$ cat src/verilog/mmu_pkg.sv
package mmu_pkg;

    parameter int TLB_ENTRIES = 8;

    // top three address bits
    localparam logic [2:0] SEG_KSEG0 = 3'b100;
    localparam logic [2:0] SEG_KSEG1 = 3'b101;
    localparam logic [2:0] SEG_KSEG2 = 3'b110;
    localparam logic [2:0] SEG_KSEG3 = 3'b111;

    localparam logic [3:0] WR_DISABLE = 4'b0000;

    localparam logic [4:0] CP0_INDEX   = 5'd0;
    localparam logic [4:0] CP0_ENTRYLO = 5'd2;
    localparam logic [4:0] CP0_ENTRYHI = 5'd10;
    localparam logic [4:0] CP0_STATUS  = 5'd12;
    localparam logic [4:0] CP0_CONFIG  = 5'd16;

    typedef struct packed {
        logic [2:0]  seg;
        logic [28:0] low;
    } va_seg_t;

    typedef struct packed {
        logic [19:0] vpn;
        logic [11:0] offset;
    } va_page_t;

    // same virtual address, segment or page view
    typedef union packed {
        va_seg_t  segment;
        va_page_t page;
    } va_t;

    typedef struct packed {
        logic        present;
        logic [19:0] vpn;
        logic [19:0] pfn;
        logic        c;                 // cacheable
        logic        d;                 // writable
        logic        v;                 // valid
        logic        spare;
    } tlb_entry_t;

    typedef struct packed {
        logic        rdy;
        logic [19:0] pfn;
        logic        cat;
        logic        tlbr;
        logic        tlbi;
        logic        tlbm;
    } tlb_result_t;

    typedef struct packed {
        logic        erl;
        logic        k0;
        logic        k23;
        logic        ku;
        logic [3:0]  index;
        logic [19:0] entryhi_vpn;
        logic [19:0] pfn;
        logic        c;
        logic        d;
        logic        v;
    } cp0_view_t;

    // kuseg, kseg2 and kseg3 go through the TLB
    function automatic logic is_mapped(input logic [2:0] seg);
        return !seg[2] || seg == SEG_KSEG2 || seg == SEG_KSEG3;
    endfunction

endpackage

$ cat src/verilog/cp0_mmu_regs.sv
`timescale 1ns/1ns

module cp0_mmu_regs import mmu_pkg::*; (
    input  logic        clk,
    input  logic        rst,
    input  logic        cp0_we,
    input  logic [4:0]  cp0_addr,
    input  logic [31:0] cp0_wdata,
    output logic [31:0] cp0_rdata,
    output cp0_view_t   cp0
);

    // implemented bits per register
    localparam logic [31:0] INDEX_MASK   = 32'h0000_000f;
    localparam logic [31:0] ENTRYLO_MASK = 32'h03ff_ffce; // pfn, c, d, v
    localparam logic [31:0] ENTRYHI_MASK = 32'hffff_f000; // vpn
    localparam logic [31:0] STATUS_MASK  = 32'h0000_0004; // erl only
    localparam logic [31:0] CONFIG_MASK  = 32'h0000_0007; // ku, k23, k0

    logic [31:0] index_r;
    logic [31:0] entrylo_r;
    logic [31:0] entryhi_r;
    logic [31:0] status_r;
    logic [31:0] config_r;

    always_ff @(posedge clk) begin
        if (rst) begin
            index_r   <= 32'h0;
            entrylo_r <= 32'h0;
            entryhi_r <= 32'h0;
            status_r  <= 32'h0;
            config_r  <= 32'h0;
        end else if (cp0_we) begin
            case (cp0_addr)
                CP0_INDEX:   index_r   <= cp0_wdata & INDEX_MASK;
                CP0_ENTRYLO: entrylo_r <= cp0_wdata & ENTRYLO_MASK;
                CP0_ENTRYHI: entryhi_r <= cp0_wdata & ENTRYHI_MASK;
                CP0_STATUS:  status_r  <= cp0_wdata & STATUS_MASK;
                CP0_CONFIG:  config_r  <= cp0_wdata & CONFIG_MASK;
                default: ;              // unknown number, dropped
            endcase
        end
    end

    always_comb begin
        case (cp0_addr)
            CP0_INDEX:   cp0_rdata = index_r;
            CP0_ENTRYLO: cp0_rdata = entrylo_r;
            CP0_ENTRYHI: cp0_rdata = entryhi_r;
            CP0_STATUS:  cp0_rdata = status_r;
            CP0_CONFIG:  cp0_rdata = config_r;
            default:     cp0_rdata = 32'h0;
        endcase
    end

    assign cp0.erl         = status_r[2];
    assign cp0.k0          = config_r[0];
    assign cp0.k23         = config_r[1];
    assign cp0.ku          = config_r[2];
    assign cp0.index       = index_r[3:0];
    assign cp0.entryhi_vpn = entryhi_r[31:12];
    assign cp0.pfn         = entrylo_r[25:6];
    assign cp0.c           = entrylo_r[3];  // low bit of the C field
    assign cp0.d           = entrylo_r[2];
    assign cp0.v           = entrylo_r[1];

endmodule

$ cat src/verilog/tlb_lookup.sv
`timescale 1ns/1ns

module tlb_lookup import mmu_pkg::*; #(
    parameter int TLB_ENTRIES = mmu_pkg::TLB_ENTRIES
) (
    input  logic        clk,
    input  logic        rst,
    input  logic        tlb_en,
    input  va_t         tlb_vaddr,
    input  logic        tlb_refs,
    input  logic        tlbwi,
    input  cp0_view_t   cp0,
    output tlb_result_t result
);

    localparam int IW = $clog2(TLB_ENTRIES);

    tlb_entry_t  ents [TLB_ENTRIES];

    logic          busy;            // search walking the entries
    logic          done;            // result latched for cur_vpn/cur_refs
    logic [IW-1:0] ptr;
    logic [19:0]   cur_vpn;
    logic          cur_refs;

    logic [19:0]   res_pfn;
    logic          res_cat;
    logic          res_tlbr;
    logic          res_tlbi;
    logic          res_tlbm;

    logic          same_req;
    logic          hit;
    logic          last;
    tlb_entry_t    cur_ent;
    logic [IW-1:0] wr_idx;

    assign wr_idx   = cp0.index[IW-1:0];
    assign cur_ent  = ents[ptr];
    assign hit      = cur_ent.present && cur_ent.vpn == cur_vpn;
    assign last     = ptr == IW'(TLB_ENTRIES - 1);
    assign same_req = tlb_en && tlb_vaddr.page.vpn == cur_vpn && tlb_refs == cur_refs;

    // entry storage, written by tlbwi
    always_ff @(posedge clk) begin
        if (rst) begin
            for (int i = 0; i < TLB_ENTRIES; i++) begin
                ents[i].present <= 1'b0;
            end
        end else if (tlbwi) begin
            ents[wr_idx] <= '{present: 1'b1,
                              vpn:     cp0.entryhi_vpn,
                              pfn:     cp0.pfn,
                              c:       cp0.c,
                              d:       cp0.d,
                              v:       cp0.v,
                              spare:   1'b0};
        end
    end

    always_ff @(posedge clk) begin
        if (rst) begin
            busy     <= 1'b0;
            done     <= 1'b0;
            ptr      <= '0;
            cur_vpn  <= '0;
            cur_refs <= 1'b0;
            res_tlbr <= 1'b0;
            res_tlbi <= 1'b0;
            res_tlbm <= 1'b0;
        end else if (tlbwi || !tlb_en) begin
            busy <= 1'b0;               // entries changed or request gone
            done <= 1'b0;
        end else if (!same_req || !(busy || done)) begin
            busy     <= 1'b1;           // (re)start at entry 0
            done     <= 1'b0;
            ptr      <= '0;
            cur_vpn  <= tlb_vaddr.page.vpn;
            cur_refs <= tlb_refs;
        end else if (busy) begin
            if (hit || last) begin
                busy     <= 1'b0;
                done     <= 1'b1;
                res_tlbr <= !hit;
                res_tlbi <= hit && !cur_ent.v;
                res_tlbm <= hit && cur_ent.v && cur_refs && !cur_ent.d;
            end else begin
                ptr <= ptr + 1'b1;
            end
        end
    end

    // frame and cacheability of the matching entry
    always_ff @(posedge clk) begin
        if (busy && hit) begin
            res_pfn <= cur_ent.pfn;
            res_cat <= cur_ent.c;
        end
    end

    // stale result never shown for a changed request
    assign result.rdy  = done && same_req;
    assign result.pfn  = res_pfn;
    assign result.cat  = res_cat;
    assign result.tlbr = res_tlbr;
    assign result.tlbi = res_tlbi;
    assign result.tlbm = res_tlbm;

endmodule

$ cat src/verilog/mmu_translate.sv
`timescale 1ns/1ns

module mmu_translate import mmu_pkg::*; (
    input  logic        en,
    input  logic [3:0]  wen,
    input  va_t         vaddr,
    input  logic [31:0] wdata,
    output logic [31:0] rdata,

    output logic        bus_en,
    output logic [3:0]  bus_wen,
    output logic [31:0] bus_paddr,
    output logic [31:0] bus_wdata,
    input  logic [31:0] bus_rdata,
    input  logic        bus_streq,
    output logic        bus_cached,

    output logic        tlb_en,
    output va_t         tlb_vaddr,
    output logic        tlb_refs,
    input  tlb_result_t tlb,

    input  logic        exc_flag,
    input  cp0_view_t   cp0,
    output logic        exc_tlbr,
    output logic        exc_tlbi,
    output logic        exc_tlbm,

    output logic        stallreq
);

    logic tlb_streq;                    // waiting on the TLB search
    logic mapped;
    logic [31:0] direct_paddr;          // top three bits cleared

    assign mapped       = is_mapped(vaddr.segment.seg);
    assign direct_paddr = {3'b000, vaddr.segment.low};

    assign bus_wen   = en ? wen : WR_DISABLE;
    assign bus_wdata = wdata;
    assign rdata     = en ? bus_rdata : 32'h0;
    assign stallreq  = bus_streq || tlb_streq;

    always_comb begin
        tlb_en     = 1'b0;
        tlb_vaddr  = '0;
        tlb_refs   = 1'b0;
        tlb_streq  = 1'b0;
        bus_en     = 1'b0;
        bus_paddr  = 32'h0;
        bus_cached = 1'b0;
        exc_tlbr   = 1'b0;
        exc_tlbi   = 1'b0;
        exc_tlbm   = 1'b0;

        if (!mapped) begin
            // kseg0 cached per Config.K0, kseg1 never cached
            bus_paddr  = direct_paddr;
            bus_en     = en && !exc_flag;
            bus_cached = (vaddr.segment.seg == SEG_KSEG0) && cp0.k0;
        end else if (cp0.erl) begin
            bus_paddr  = direct_paddr;  // error level, bypass TLB
            bus_en     = en && !exc_flag;
            bus_cached = 1'b0;
        end else if (en) begin
            tlb_en     = 1'b1;
            tlb_vaddr  = vaddr;
            tlb_refs   = wen != WR_DISABLE;
            tlb_streq  = !tlb.rdy;
            bus_paddr  = {tlb.pfn, vaddr.page.offset};
            bus_en     = tlb.rdy && !exc_flag;
            bus_cached = tlb.cat;
            exc_tlbr   = tlb.tlbr && tlb.rdy;
            exc_tlbi   = tlb.tlbi && tlb.rdy;
            exc_tlbm   = tlb.tlbm && tlb.rdy;
        end
    end

endmodule

$ cat src/verilog/mmu_top.sv
`timescale 1ns/1ns

module mmu_top import mmu_pkg::*; #(
    parameter int TLB_ENTRIES = mmu_pkg::TLB_ENTRIES
) (
    input  logic        clk,
    input  logic        rst,

    input  logic        en,
    input  logic [3:0]  wen,
    input  logic [31:0] vaddr,
    input  logic [31:0] wdata,
    output logic [31:0] rdata,
    input  logic        exc_flag,

    output logic        bus_en,
    output logic [3:0]  bus_wen,
    output logic [31:0] bus_paddr,
    output logic [31:0] bus_wdata,
    input  logic [31:0] bus_rdata,
    input  logic        bus_streq,
    output logic        bus_cached,

    output logic        exc_tlbr,
    output logic        exc_tlbi,
    output logic        exc_tlbm,
    output logic        stallreq,

    input  logic        cp0_we,
    input  logic [4:0]  cp0_addr,
    input  logic [31:0] cp0_wdata,
    output logic [31:0] cp0_rdata,
    input  logic        tlbwi
);

    cp0_view_t   cp0;
    logic        tlb_en;
    va_t         tlb_vaddr;
    logic        tlb_refs;
    tlb_result_t tlb_res;

    cp0_mmu_regs cp0_mmu_regs_i (
        .clk       (clk),
        .rst       (rst),
        .cp0_we    (cp0_we),
        .cp0_addr  (cp0_addr),
        .cp0_wdata (cp0_wdata),
        .cp0_rdata (cp0_rdata),
        .cp0       (cp0)
    );

    tlb_lookup #(
        .TLB_ENTRIES (TLB_ENTRIES)
    ) tlb_lookup_i (
        .clk       (clk),
        .rst       (rst),
        .tlb_en    (tlb_en),
        .tlb_vaddr (tlb_vaddr),
        .tlb_refs  (tlb_refs),
        .tlbwi     (tlbwi),
        .cp0       (cp0),
        .result    (tlb_res)
    );

    mmu_translate mmu_translate_i (
        .en         (en),
        .wen        (wen),
        .vaddr      (vaddr),
        .wdata      (wdata),
        .rdata      (rdata),
        .bus_en     (bus_en),
        .bus_wen    (bus_wen),
        .bus_paddr  (bus_paddr),
        .bus_wdata  (bus_wdata),
        .bus_rdata  (bus_rdata),
        .bus_streq  (bus_streq),
        .bus_cached (bus_cached),
        .tlb_en     (tlb_en),
        .tlb_vaddr  (tlb_vaddr),
        .tlb_refs   (tlb_refs),
        .tlb        (tlb_res),
        .exc_flag   (exc_flag),
        .cp0        (cp0),
        .exc_tlbr   (exc_tlbr),
        .exc_tlbi   (exc_tlbi),
        .exc_tlbm   (exc_tlbm),
        .stallreq   (stallreq)
    );

endmodule

$ cat config.mk
export PLATFORM = sky130hd
export DESIGN_NAME = mmu_top
export DESIGN_NICKNAME = d
export VERILOG_FILES = /design/src/verilog/mmu_pkg.sv /design/src/verilog/cp0_mmu_regs.sv /design/src/verilog/tlb_lookup.sv /design/src/verilog/mmu_translate.sv /design/src/verilog/mmu_top.sv
export SDC_FILE = /design/constraint.sdc
export NUM_CORES = 1
export LEC_CHECK = 0
export BUFFER_PORTS_ARGS = -buffer_cell sky130_fd_sc_hd__buf_2
export CORE_MARGIN = 10
export CORE_UTILIZATION = 57
export CTS_CLUSTER_DIAMETER = 30
export DETAILED_ROUTE_END_ITERATION = 7
export PLACE_DENSITY = 0.84
export SLEW_MARGIN = 20
export SYNTH_ARGS = -nofsm -noshare
export SYNTH_HDL_FRONTEND = slang
export SYNTH_SLANG_ARGS = --single-unit
$ cat constraint.sdc
create_clock -name clk -period 5.2 [get_ports clk]
set_clock_uncertainty 0.2 [all_clocks]
set_input_delay 0.52 -clock clk [delete_from_list [all_inputs] [get_ports clk]]
set_output_delay 0.52 -clock clk [all_outputs]
set_load 0.02 [all_outputs]
# Yosys cells after proc, flatten, opt, wreduce, memory -nomap -nowiden
# Memories as Yosys holds them, arrays and structs flattened. A register that Yosys moved wholly into a read port is not among the register bits.
# Cells that the tools add are included.
# Widths: inputs -> output; s select.
# op_classes
n_eq_ne,12
n_bitwise,2
add_sub_neg,1
n_reduce_logical,46
n_mux,49
# ops
cell,n
$mux 32,7
$pmux 32 s5,1
$mux 44,1
$reduce_or 44->1,1
$eq 20x20->1,2
$mux 1,32
$mux 3,6
$logic_and 1x1->1,15
$reduce_and 2->1,7
$eq 3x3->1 const B,4
$eq 5x4->1 const B,2
$logic_not 1->1,9
$logic_or 1x1->1,7
$eq 5x2->1 const B,1
$eq 5x5->1 const B,1
$logic_not 5->1,1
$mux 4,1
$reduce_and 4->1,1
$reduce_bool 4->1,1
$add 3x1->3 const B,1
$reduce_and 3->1,1
$reduce_or 3->1,1
$mux 2,1
$ne 2x1->1 const B,1
other kinds (4),5
# totals
word_cells,126
mem_bits_rw,352
output_inout_bits,138
inputBits,144
ff_bits,101
n_memories,1
# mem_list
name,depth,width,rd,rd_clocked_by_memory_dff,write_ports,line_no,source
tlb_lookup_i.ents,8,44,1,1,8,tlb_lookup.sv:18,tlb_entry_t ents [TLB_ENTRIES];

# Logic depth before layout (Yosys ltp)
# Gate-level depths: netlist of the first run.
# logic_depth
word_depth,13
ltp_mapped,11
depth_no_buf,8

# Cells and area by module
# A second synthesis of the first run with hierarchy kept.
# hier_totals
hier_cells,1200
area_unflattened_um2,19119.6
# by_module_without_submodules
mod,area_each_um2,cells_each,instances,seq_area_each_um2
tlb_lookup,15586.2,759,1,11761.3
cp0_mmu_regs,2451.1,279,1,1021.0
mmu_translate,1082.3,162,1,0.0

# Least setup slack after synthesis of the first run
# Ideal clock, no wire load.
# synth_timing
path_type,input-to-reg
startpoint,in rst
endpoint,"mem tlb_lookup_i.ents[0][0] (netlist bit), enable pin"
path_buffers,1
setup_time_ns,0.499
path_slack_ns,0.596
cell_stages,4
required_ns,4.501
arrival_ns,3.905
cell_sequence,clkbuf_1 > inv_1 > nand3b_1 > nor3_1
# synth_rtl
element,line_no,source
from (decl),mmu_top.sv:7,"input logic rst,"
to (decl),tlb_lookup.sv:18,

# Final worst setup path of the first run
# layout_timing
startpoint,reg cp0_mmu_regs_i.status_r[2]
endpoint,out stallreq
# layout_via
elab_chain_cells,11
word_cells_on_any_way,16
classes_between,eq/ne (2); mux (9); reduce/logical (5)
# layout_lines
element,line_no,source
from (decl),cp0_mmu_regs.sv:23,logic [31:0] status_r;
from (signal assigned),cp0_mmu_regs.sv:38,CP0_STATUS: status_r <= cp0_wdata & STATUS_MASK;
$mux 32,mmu_translate.sv:61,end else if (cp0.erl) begin
$mux 32,mmu_translate.sv:56,if (!mapped) begin
$eq 20x20->1,tlb_lookup.sv:42,assign same_req = tlb_en && tlb_vaddr.page.vpn == cur_vpn && tlb_refs == cur_refs;
$logic_and 1x1->1 (2 in a row),tlb_lookup.sv:42,
$logic_and 1x1->1,tlb_lookup.sv:102,assign result.rdy = done && same_req;
$logic_not 1->1,mmu_translate.sv:69,tlb_streq = !tlb.rdy;
$mux 1,mmu_translate.sv:65,end else if (en) begin
$mux 1 *,mmu_translate.sv:61,
$mux 1 *,mmu_translate.sv:56,
$logic_or 1x1->1 *,mmu_translate.sv:42,assign stallreq = bus_streq || tlb_streq;
to (decl),mmu_top.sv:27,"output logic stallreq,"
# Every way passes the cells marked *; elsewhere a longest branch is shown, timed or not.

==> metrics, run 1 <==
status=completed; row cnt=66; slowest cell delay on critical path=0.71 ns; reg-to-reg endpoint=tlb_lookup_i.res_cat$_DFFE_PP_; Clk pin slew, worst setup/hold paths=0.06 ns; RSZ-0062 raised after global routing=no; top-count cell post-synth=edfxtp_1; Fin Setup TNS=0 ns; Final Core Density=0.707; maximum VDD drop=0.373 mV; Req. time, crit path=4.48 ns; Post-DP Area=0.0201 mm²; detailed placer's ending HPWL=32.4 mm; # setup viols final=0; post-layout min period=4.40 ns; final-stage net count=1609; CP arrival=3.68 ns; R2R cell count=10; Cell Pwr Density=405 mW/mm²; clock root cell=clkbuf_16; post-synthesis adder-cell area fraction=0.00133; CTS buffer count=82; largest net degree at the start of global routing=78; Synth area leaders=edfxtp_1 58%, dfxtp_1 9.7%, mux4_2 7.7%; die area=0.0407 mm²; Slew Limit Fails=0; final hold vios=0; Synth Area in Compound Gates=0.0524; top sig layer=met5; biggest area consumer among synthesized cells=edfxtp_1; Psw=2.12 mW; post-CTS sizing=0; GRT Total Usage=0.252; global-route wire length before repair=77.8 mm; hold path start=cp0_wdata[7]; Slew HR=0.240; placed insts=1799; cell family with most CP delay=simple AND/OR/NAND/NOR gates; Initial DRC Count=1502; IO buf count=213; clk buf depth=3; Power Total=9.32 mW; syn_area_per_cell=15.4 µm²; Initial Utilization=0.578; crit path launch type=flip-flop; largest family of logic cells by synthesized area=multiplexers; cell internal pwr=7.20 mW; post-synthesis mux area share=0.141; Leakage=8.95 nW; fin crit share=0.847; Comb power frac=0.035; Sw Ratio=0.227; final instance area=0.0230 mm²; die height=202 µm; Setup crit end kind=primary output; CTS tree=yes; I/O pins=282; clock latency at the later pin of the worst-skew pair=0.59 ns; routed wire length=52.8 mm; EDFF count, synth=365; post-synthesis cell area=0.0188 mm²; H-tree depth=3; crit-path max FO=8; Top FF cell, synth=edfxtp_1; max-cap viol count=0; Simple-Gate Fraction of Synth Area=0.0811; chip width=202 µm; critical path cell sequence=nor2b_1 > nand2_1 > o32ai_1 > nand2_1 > or4_1 > nor2_1 > nor2_1 > a21o_1 > buf_2; Syn-to-layout area delta=22.2%; DP Worst Slack=1.28 ns; Least-Margin Pin Slew=1.14 ns; core area=0.0325 mm²; Worst Hold Class=input port to flip-flop; share of the synthesized area in the top cell type=0.583; buffer and inverter count on the worst path=1; routed via count=12200; DR vias/cell=6.16; initial antenna violation count=1; setup slack, reg-to-reg=1.18 ns; final critical-path setup slack=0.798 ns; YS warnings=0; Fin Hold WS=0.0143 ns; vias in the first global route=12500; asr flop ratio synth=0; final cell count without fillers=1975; DRC=0; sequential area share after synthesis=0.680; Commonest cells post-synth=365 x edfxtp_1, 110 x nand2_1, 91 x dfxtp_1; WL per Instance=26.7 µm; Post-Synth XOR/XNOR Area=0.0126; clock sink total=456; Seq pwr share=0.424; remaining antenna violation count=0; fmax=227 MHz; number of synthesized register bits=456; fraction of layout cells with a size suffix above 1=0.315; Synth Instances=1223; count of cell types in the netlist=58; worst-case hold path end point=cp0_mmu_regs_i.entrylo_r[7]$_SDFFE_PP0P_; WHS Path Cells=3; slowest cell on the critical path=or4_1; first-pass iteration count of the detailed router=6; grt ovf=0; Met3 Wirelength=5.58 mm; clock power share=0.541; crit path kind=flip-flop to primary output; Detail Route met2 WL=26.8 mm; Met1 Wirelength=18.8 mm; routability cong.=0.931
## kinds of logic after synthesis
kind of cell,after synthesis
buf+inv,107
xor+xnor,27
fa+ha+maj,2
compound gates,142
flops,456
other cells,1
mux,182
simple gates,306
## timing repair
item / CTS / global route
hold endpoints to repair: 30 / 0
buffers inserted: 0 / 0
hold buffers: 22 / 0
## power groups by stage
stage / Combinational (mW) / Clock, mW / Sequential [mW]
2_1_floorplan: 0.211 / 0 / 4.01
3_3_place_gp: 0.304 / 0 / 4.02
3_5_place_dp: 0.309 / 0 / 4.02
4_1_cts: 0.326 / 5.07 / 3.95
5_1_grt: 0.348 / 5.25 / 3.95
6_report: 0.328 / 5.04 / 3.95
## worst max path at each step
stage                                        endpoint                                     from  cells after the start  slack (ns)
detailed placement                           stallreq                                       en                     10        1.28
global route                                   bus_en  cp0_mmu_regs_i.status_r[2]$_SDFFE_PP0P_                      9        0.56
finish                                       stallreq  cp0_mmu_regs_i.status_r[2]$_SDFFE_PP0P_                      9        0.80
CTS                                          stallreq  cp0_mmu_regs_i.status_r[2]$_SDFFE_PP0P_                      9        0.84
floorplan           tlb_lookup_i.ents[0][0]$_DFFE_PP_                                      rst                      4        0.60
global placement                             stallreq                                       en                     10        1.31
## flip-flops by register name, summed over array words and instances, names as in the netlist, named ones only
register	cells
tlb_lookup_i.res_tlbr	1
tlb_lookup_i.cur_vpn	20
cp0_mmu_regs_i.status_r	1
cp0_mmu_regs_i.index_r	4
cp0_mmu_regs_i.entrylo_r	23
tlb_lookup_i.res_cat	1
tlb_lookup_i.res_tlbi	1
tlb_lookup_i.res_pfn	20
tlb_lookup_i.busy	1
cp0_mmu_regs_i.config_r	3
tlb_lookup_i.done	1
cp0_mmu_regs_i.entryhi_r	20
tlb_lookup_i.cur_refs	1
tlb_lookup_i.ents	352
tlb_lookup_i.res_tlbm	1
tlb_lookup_i.ptr	3
## worst reg2reg max path, stage by stage (launching register included)
cell     delay, ns
dfxtp_2       0.60
buf_4         0.38
buf_4         0.42
nor2_1        0.20
a22o_1        0.31
o21a_1        0.20
nor4_1        0.26
and4b_1       0.28
nand4_2       0.27
nor2_2        0.16
buf_4         0.37
## routing by layer
| layer | track usage | vias up |
|---|---|---|
| li1 | - | 5136 |
| met1 | 0.301 | 6022 |
| met2 | 0.433 | 888 |
| met3 | 0.0643 | 118 |
| met4 | 0.0918 | 2 |
| met5 | 0 | - |
## layout by cell type, fill, tap and decap left out, drive strengths merged, types with 11 or more instances in the layout
cell,count
and2,53
nor3,14
clkbuf,95
edfxtp,365
nor2,56
nand3,12
mux2i,89
a21o,11
inv,22
a22o,34
dlygate4sd3,22
nand2,110
buf,234
dfxtp,91
nor2b,20
clkinv,30
mux4,64
a22oi,15
mux2,29
xor2,20
a21oi,51
## layout make-up
cell class                      instances  area [µm²]
Sequential cell                       456       12800
Fill cell                            1999        9540
Multi-Input combinational cell        661        5510
Clock buffer                           95        2130
Timing Repair Buffer                  256        1460
Tap cell                              442         553
Clock inverter                         58         528
Inverter                                6        22.5
Antenna cell                            1        2.50
(Power assumes the default switching activity.)
==> inputs of run 2 (changes only) <==
--- a/config.mk
+++ b/config.mk
@@ -5,12 +5,13 @@
 export SDC_FILE = /design/constraint.sdc
 export NUM_CORES = 1
 export LEC_CHECK = 0
+export ABC_AREA = 1
 export BUFFER_PORTS_ARGS = -buffer_cell sky130_fd_sc_hd__buf_2
 export CORE_MARGIN = 10
-export CORE_UTILIZATION = 57
+export CORE_UTILIZATION = 58
 export CTS_CLUSTER_DIAMETER = 30
 export DETAILED_ROUTE_END_ITERATION = 7
-export PLACE_DENSITY = 0.84
+export PLACE_DENSITY = 0.85
 export SLEW_MARGIN = 20
 export SYNTH_ARGS = -nofsm -noshare
 export SYNTH_HDL_FRONTEND = slang
==> constraint.sdc (replaced) <==
create_clock -name clk -period 4.2 [get_ports clk]
set_clock_uncertainty 0.2 [all_clocks]
set_input_delay 0.42 -clock clk [delete_from_list [all_inputs] [get_ports clk]]
set_output_delay 0.42 -clock clk [all_outputs]
set_load 0.02 [all_outputs]
==> metrics, run 2 <==
Leakage=10.2 nW (was 8.95 nW); die height=205 µm (was 202 µm); final cell count without fillers=2816 (was 1975); slowest cell delay on critical path=0.75 ns (was 0.71 ns); Slew HR=0.233 (was 0.240); Top FF cell, synth=edfxtp_1 (unchanged); fin crit share=0.928; status=completed (unchanged); I/O pins=282 (unchanged); Synth Instances=2069 (was 1223); CP arrival=3.28 ns (was 3.68 ns); clock root cell=clkbuf_16 (unchanged); GRT Max-Usage Layer=met2 (unchanged); M2 GR Usage=0.501 (was 0.433); IO buf count=213 (unchanged); post-CTS sizing=0 (unchanged); final critical-path setup slack=0.304 ns (was 0.798 ns); Setup crit end kind=primary output (unchanged); YS warnings=0 (unchanged); DR vias/cell=5.92 (was 6.16); grt met1 use=0.324 (was 0.301); global-route wire length before repair=94.4 mm (was 77.8 mm); max-cap viol count=0 (unchanged); first-pass iteration count of the detailed router=8 (was 6); Top Registers=tlb_lookup_i.ents x352, cp0_mmu_regs_i.entrylo_r x23 (unchanged); Initial DRC Count=2283 (was 1502); Least-Margin Pin Slew=1.15 ns (was 1.14 ns); fmax=257 MHz; WL per Instance=22.5 µm (was 26.7 µm); crit path kind=flip-flop to primary output (unchanged); post-synthesis cell area=0.0199 mm² (was 0.0188 mm²); post-layout min period=3.90 ns; DRC=0 (unchanged); top-count cell post-synth=nand2_1 (was edfxtp_1); count of cell types in the netlist=42 (was 58); final-stage net count=2443 (was 1609); Final Core Density=0.725 (was 0.707); buffer and inverter count on the worst path=1 (unchanged); clk buf depth=3 (unchanged); Fin Setup TNS=0 ns (unchanged); routability cong.=0.973 (was 0.931); fraction of layout cells with a size suffix above 1=0.181 (was 0.315); commonest cells after routing, fill and taps aside=435 x nand2_1, 365 x edfxtp_1, 298 x nor2_1 (was 365 x edfxtp_1, 213 x buf_2, 110 x nand2_1); placed insts=2624 (was 1799); CTS tree=yes (unchanged); RSZ-0062 raised after global routing=no (unchanged); chip width=205 µm (was 202 µm); cell family with most CP delay=simple AND/OR/NAND/NOR gates (unchanged); max reg flops=352 (unchanged); slowest cell on the critical path=dfxtp_1 (was or4_1); fillcell total=2076 (was 1999); Syn-to-layout area delta=22.6% (was 22.2%); vias in the first global route=16500 (was 12500); biggest area consumer among synthesized cells=edfxtp_1 (unchanged); Largest Register=tlb_lookup_i.ents (unchanged); Initial Utilization=0.592 (was 0.578); CTS buffer count=75 (was 82); asr flop ratio synth=0 (unchanged); Req. time, crit path=3.58 ns (was 4.48 ns); row cnt=67 (was 66); GRT Total Usage=0.294 (was 0.252); crit path launch type=flip-flop (unchanged); Worst Hold Class=input port to flip-flop (unchanged); Clk pin slew, worst setup/hold paths=0.05 ns (was 0.06 ns); core area=0.0337 mm² (was 0.0325 mm²); die area=0.0422 mm² (was 0.0407 mm²); share of the synthesized area in the top cell type=0.550 (was 0.583); critical path cell sequence=nor2_4 > nand2_2 > nor2_1 > a21oi_1 > nand3_1 > nor3_2 > and2_4 > nand2_1 > nand2_1 > nand2_1 > nor2_1 > buf_2 (was nor2b_1 > nand2_1 > o32ai_1 > nand2_1 > or4_1 > nor2_1 > nor2_1 > a21o_1 > buf_2); clock sink total=456 (unchanged); Post-DP Area=0.0211 mm² (was 0.0201 mm²); grt ovf=0 (unchanged); Seq. cell area=0.0128 mm² (about the same); most frequent CP cell=nand2_1; maximum VDD drop=0.357 mV (was 0.373 mV); Power Total=12.6 mW (was 9.32 mW); H-tree depth=3 (unchanged); Fin Hold WS=0.0204 ns (was 0.0143 ns); detailed placer's ending HPWL=37.4 mm (was 32.4 mm); largest net degree at the start of global routing=181 (was 78); DP Worst Slack=0.846 ns (was 1.28 ns); routed via count=16700 (was 12200); number of synthesized register bits=456 (unchanged); sequential area share after synthesis=0.641 (was 0.680); Cell Pwr Density=518 mW/mm² (was 405 mW/mm²); EDFF count, synth=365 (unchanged); GR Util met3=0.0870 (was 0.0643); routed wire length=63.2 mm (was 52.8 mm); final instance area=0.0244 mm² (was 0.0230 mm²); Synth area leaders=edfxtp_1 55%, dfxtp_1 9.1%, nand2_1 8.2% (was edfxtp_1 58%, dfxtp_1 9.7%, mux4_2 7.7%); remaining antenna violation count=0 (unchanged); initial antenna violation count=8 (was 1); Commonest cells post-synth=435 x nand2_1, 365 x edfxtp_1, 307 x nor2_1 (was 365 x edfxtp_1, 110 x nand2_1, 91 x dfxtp_1); final hold vios=0 (unchanged); most common cell after layout, fill and taps aside=nand2_1 (was edfxtp_1); clock latency at the later pin of the worst-skew pair=0.61 ns (was 0.59 ns); area of the multi-input gates=0.00553 mm² (was 0.00551 mm²); crit-path max FO=11 (was 8); syn_area_per_cell=9.64 µm² (was 15.4 µm²); Slew Limit Fails=0 (unchanged); # setup viols final=0 (unchanged)
run 2: final cells by class:
type / count / share of cell area
inverters: 243 / 0.0376
clock inverters: 54 / 0.0349
flip-flops and latches: 456 / 0.523
repair buffers: 288 / 0.0722
well taps: 448 / 0.0229
multi-input cells: 1233 / 0.226
diodes: 9 / 0.000921
clock buffers: 85 / 0.0821
run 2: worst paths after layout:
path              slack (ns)  depth (start not counted)                                     from                               endpoint
hold reg to reg         0.26                          2    tlb_lookup_i.ents[5][43]$_SDFFE_PP1P_  tlb_lookup_i.ents[5][43]$_SDFFE_PP1P_
setup / recovery        0.30                         12  cp0_mmu_regs_i.status_r[2]$_SDFFE_PP0P_                                 bus_en
hold / removal          0.02                          3                                vaddr[25]  tlb_lookup_i.cur_vpn[13]$_SDFFE_PP0P_
setup reg to reg        0.61                         14                                flip-flop      tlb_lookup_i.res_pfn[0]$_DFFE_PP_
run 2: metal layers:
| layer | routed length (µm) | vias up |
|---|---|---|
| li1 | - | 7306 |
| met4 | 3770 | 0 |
| met3 | 8180 | 282 |
| met5 | 0 | - |
| met1 | 20700 | 7653 |
| met2 | 30600 | 1443 |
run 2: cells by family after synthesis:
logic type,Yosys count,share of synthesized area
AND/OR/NAND/NOR,893,0.180
flip-flops,456,0.641
buffers and inverters,381,0.0851
AO/OA/AOI/OAI,336,0.0924
adder cells (fa/ha/maj),2,0.00125
other,1,0.000188
run 2: repair_timing:
action,CTS,global route
hold endpoints to repair,69,0
hold buffers,44,0
setup buffers,0,0
run 2: power by group:
part	switching (mW)	internal, mW
logic	0.608	0.282
clock network	2.42	4.41
registers	0.0383	4.89
total	3.07	9.58
run 2: worst register-to-register path, cell delays in order, from the launching register on:
cell and delay, ns:
dfxtp_4 0.35, inv_4 0.71, nand2_1 0.19, nand2_1 0.11, nand2_1 0.05, nand3_1 0.15
nand2_1 0.12, nand2_1 0.09, nand2_1 0.06, nor2_1 0.11, nand2_1 0.08, nor2_1 0.15
nand3_1 0.29, nor2_2 0.18, buf_4 0.38
==> inputs of run 3 (changes only) <==
--- a/config.mk
+++ b/config.mk
@@ -11,6 +11,7 @@
 export CORE_UTILIZATION = 58
 export CTS_CLUSTER_DIAMETER = 30
 export DETAILED_ROUTE_END_ITERATION = 7
+export HOLD_SLACK_MARGIN = 0.06
 export PLACE_DENSITY = 0.85
 export SLEW_MARGIN = 20
 export SYNTH_ARGS = -nofsm -noshare
==> metrics, run 3 (synthesis gave the netlist of run 2 again) <==
status=completed (unchanged); detailed placer's ending HPWL=37.4 mm (unchanged); vias in the first global route=16400 (was 16500); Final Core Density=0.727 (was 0.725); routability cong.=0.973 (unchanged); Req. time, crit path=3.58 ns (about the same); routed via count=16700 (about the same); remaining antenna violation count=0 (unchanged); most common cell after layout, fill and taps aside=nand2_1 (unchanged); H-tree depth=3 (unchanged); clock sink total=456 (unchanged); max reg flops=352 (unchanged); RSZ-0062 raised after global routing=no (unchanged); largest net degree at the start of global routing=181 (unchanged); core area=0.0337 mm² (unchanged); Initial DRC Count=2268 (was 2283); initial antenna violation count=8 (unchanged); DP Worst Slack=0.846 ns (unchanged); max-cap viol count=0 (unchanged); CP arrival=3.29 ns (was 3.28 ns); Least-Margin Pin Slew=1.15 ns (about the same); CTS buffer count=75 (unchanged); Clk pin slew, worst setup/hold paths=0.05 ns (about the same); crit path launch type=flip-flop (unchanged); final critical-path setup slack=0.291 ns (was 0.304 ns); R2R cell count=14 (unchanged); post-layout min period=3.91 ns (was 3.90 ns); crit-path max FO=11 (unchanged); fmax=256 MHz (was 257 MHz); fin crit share=0.931 (was 0.928); clock root cell=clkbuf_16 (unchanged); row cnt=67 (unchanged); die area=0.0422 mm² (unchanged); Cell Pwr Density=516 mW/mm² (was 518 mW/mm²); final-stage net count=2448 (was 2443); Worst Hold Class=input port to flip-flop (unchanged); Top Registers=tlb_lookup_i.ents x352, cp0_mmu_regs_i.entrylo_r x23 (unchanged); DRC=0 (unchanged); IO buf count=213 (unchanged); commonest cells after routing, fill and taps aside=435 x nand2_1, 365 x edfxtp_1, 298 x nor2_1 (unchanged); grt ovf=0 (unchanged); Slew HR=0.235 (was 0.233); clk buf depth=3 (unchanged); crit path kind=flip-flop to primary output (unchanged); chip width=205 µm (unchanged); area of the multi-input gates=0.00553 mm² (unchanged); WHS Path Cells=3 (unchanged); Leakage=10.3 nW (was 10.2 nW); DR vias/cell=5.93 (was 5.92); Fin Setup TNS=0 ns (unchanged); # setup viols final=0 (unchanged); Seq. cell area=0.0128 mm² (unchanged); routed wire length=63.4 mm (was 63.2 mm); global-route wire length before repair=94.5 mm (was 94.4 mm); GRT Total Usage=0.294 (about the same); clock latency at the later pin of the worst-skew pair=0.61 ns (about the same); CTS tree=yes (unchanged); Slew Limit Fails=0 (unchanged); fillcell total=2065 (was 2076); I/O pins=282 (unchanged); Syn-to-layout area delta=22.8% (was 22.6%); final hold vios=0 (unchanged); maximum VDD drop=0.354 mV (was 0.357 mV); first-pass iteration count of the detailed router=6 (was 8); fraction of layout cells with a size suffix above 1=0.180 (was 0.181); Power Total=12.6 mW (about the same); Setup crit end kind=primary output (unchanged); WL per Instance=22.5 µm (about the same); die height=205 µm (unchanged); Initial Utilization=0.592 (unchanged); Largest Register=tlb_lookup_i.ents (unchanged)
## run 3: cell types whose count changed in the layout (fill, tap and decap cells not counted)
cell / before / now
dlygate4sd3_1: 44 / 49
diode_2: 9 / 7
## run 3: cell type report
type | count | share of cell area
clock buffers | 85 | 0.0819
flip-flops and latches | 456 | 0.522
multi-input cells | 1233 | 0.226
inverters | 243 | 0.0376
diodes | 7 | 0.000715
clock inverters | 54 | 0.0348
well taps | 448 | 0.0229
repair buffers | 293 | 0.0741
## run 3: power breakdown
part | total, mW | internal (mW) | leakage, nW | switching (mW)
Combinational | 0.898 | 0.285 | 4.84 | 0.613
Sequential | 4.93 | 4.89 | 4.04 | 0.0378
Clock | 6.82 | 4.41 | 1.37 | 2.41
## run 3: path summary, 6_finish.rpt
kind / startpoint / endpoint / slack, ns
hold / removal: cp0_addr[2] / cp0_mmu_regs_i.status_r[2]$_SDFFE_PP0P_ / 0.07
setup / recovery: cp0_mmu_regs_i.status_r[2]$_SDFFE_PP0P_ / bus_en / 0.29
hold reg to reg: tlb_lookup_i.ents[6][43]$_SDFFE_PP1P_ / tlb_lookup_i.ents[6][43]$_SDFFE_PP1P_ / 0.26
setup reg to reg: flip-flop / tlb_lookup_i.res_pfn[0]$_DFFE_PP_ / 0.62
## run 3: per-stage QoR
step / cell area (µm²) / std cells / hold WS, ns
finish: 24500 / 2819 / 0.0739
global route: 24500 / 2818 / 0.0768
CTS: 24500 / 2812 / 0.0623
detailed placement: 21100 / 2624 / 0.250
global placement: 21100 / 2624 / 0.241
floorplan: 19900 / 2070 / 0.228
## run 3: per-layer routing
metal / wire length [µm] / up-vias / share of wire / global-route usage
met2: 31000 / 1359 / 0.49 / 0.504
met1: 20500 / 7808 / 0.32 / 0.328
met4: 3400 / 0 / 0.054 / 0.159
met3: 8530 / 240 / 0.13 / 0.0807
li1: - / 7311 / - / -
met5: 0 / - / 0 / 0
## run 3: critical path: stages (launching register included)
cell,delay [ns]
dfxtp_1,0.75
nor2_4,0.15
nand2_2,0.29
nor2_1,0.10
a21oi_1,0.13
nand3_1,0.11
nor3_2,0.18
and2_4,0.20
nand2_1,0.12
nand2_1,0.12
nand2_1,0.05
nor2_1,0.24
buf_2,0.23
## run 3: timing repair
item / in CTS / in global routing
hold endpoints to repair: 74 / 0
buffers inserted: 0 / 0
hold buffers: 49 / 0
resized for setup: 0 / 0
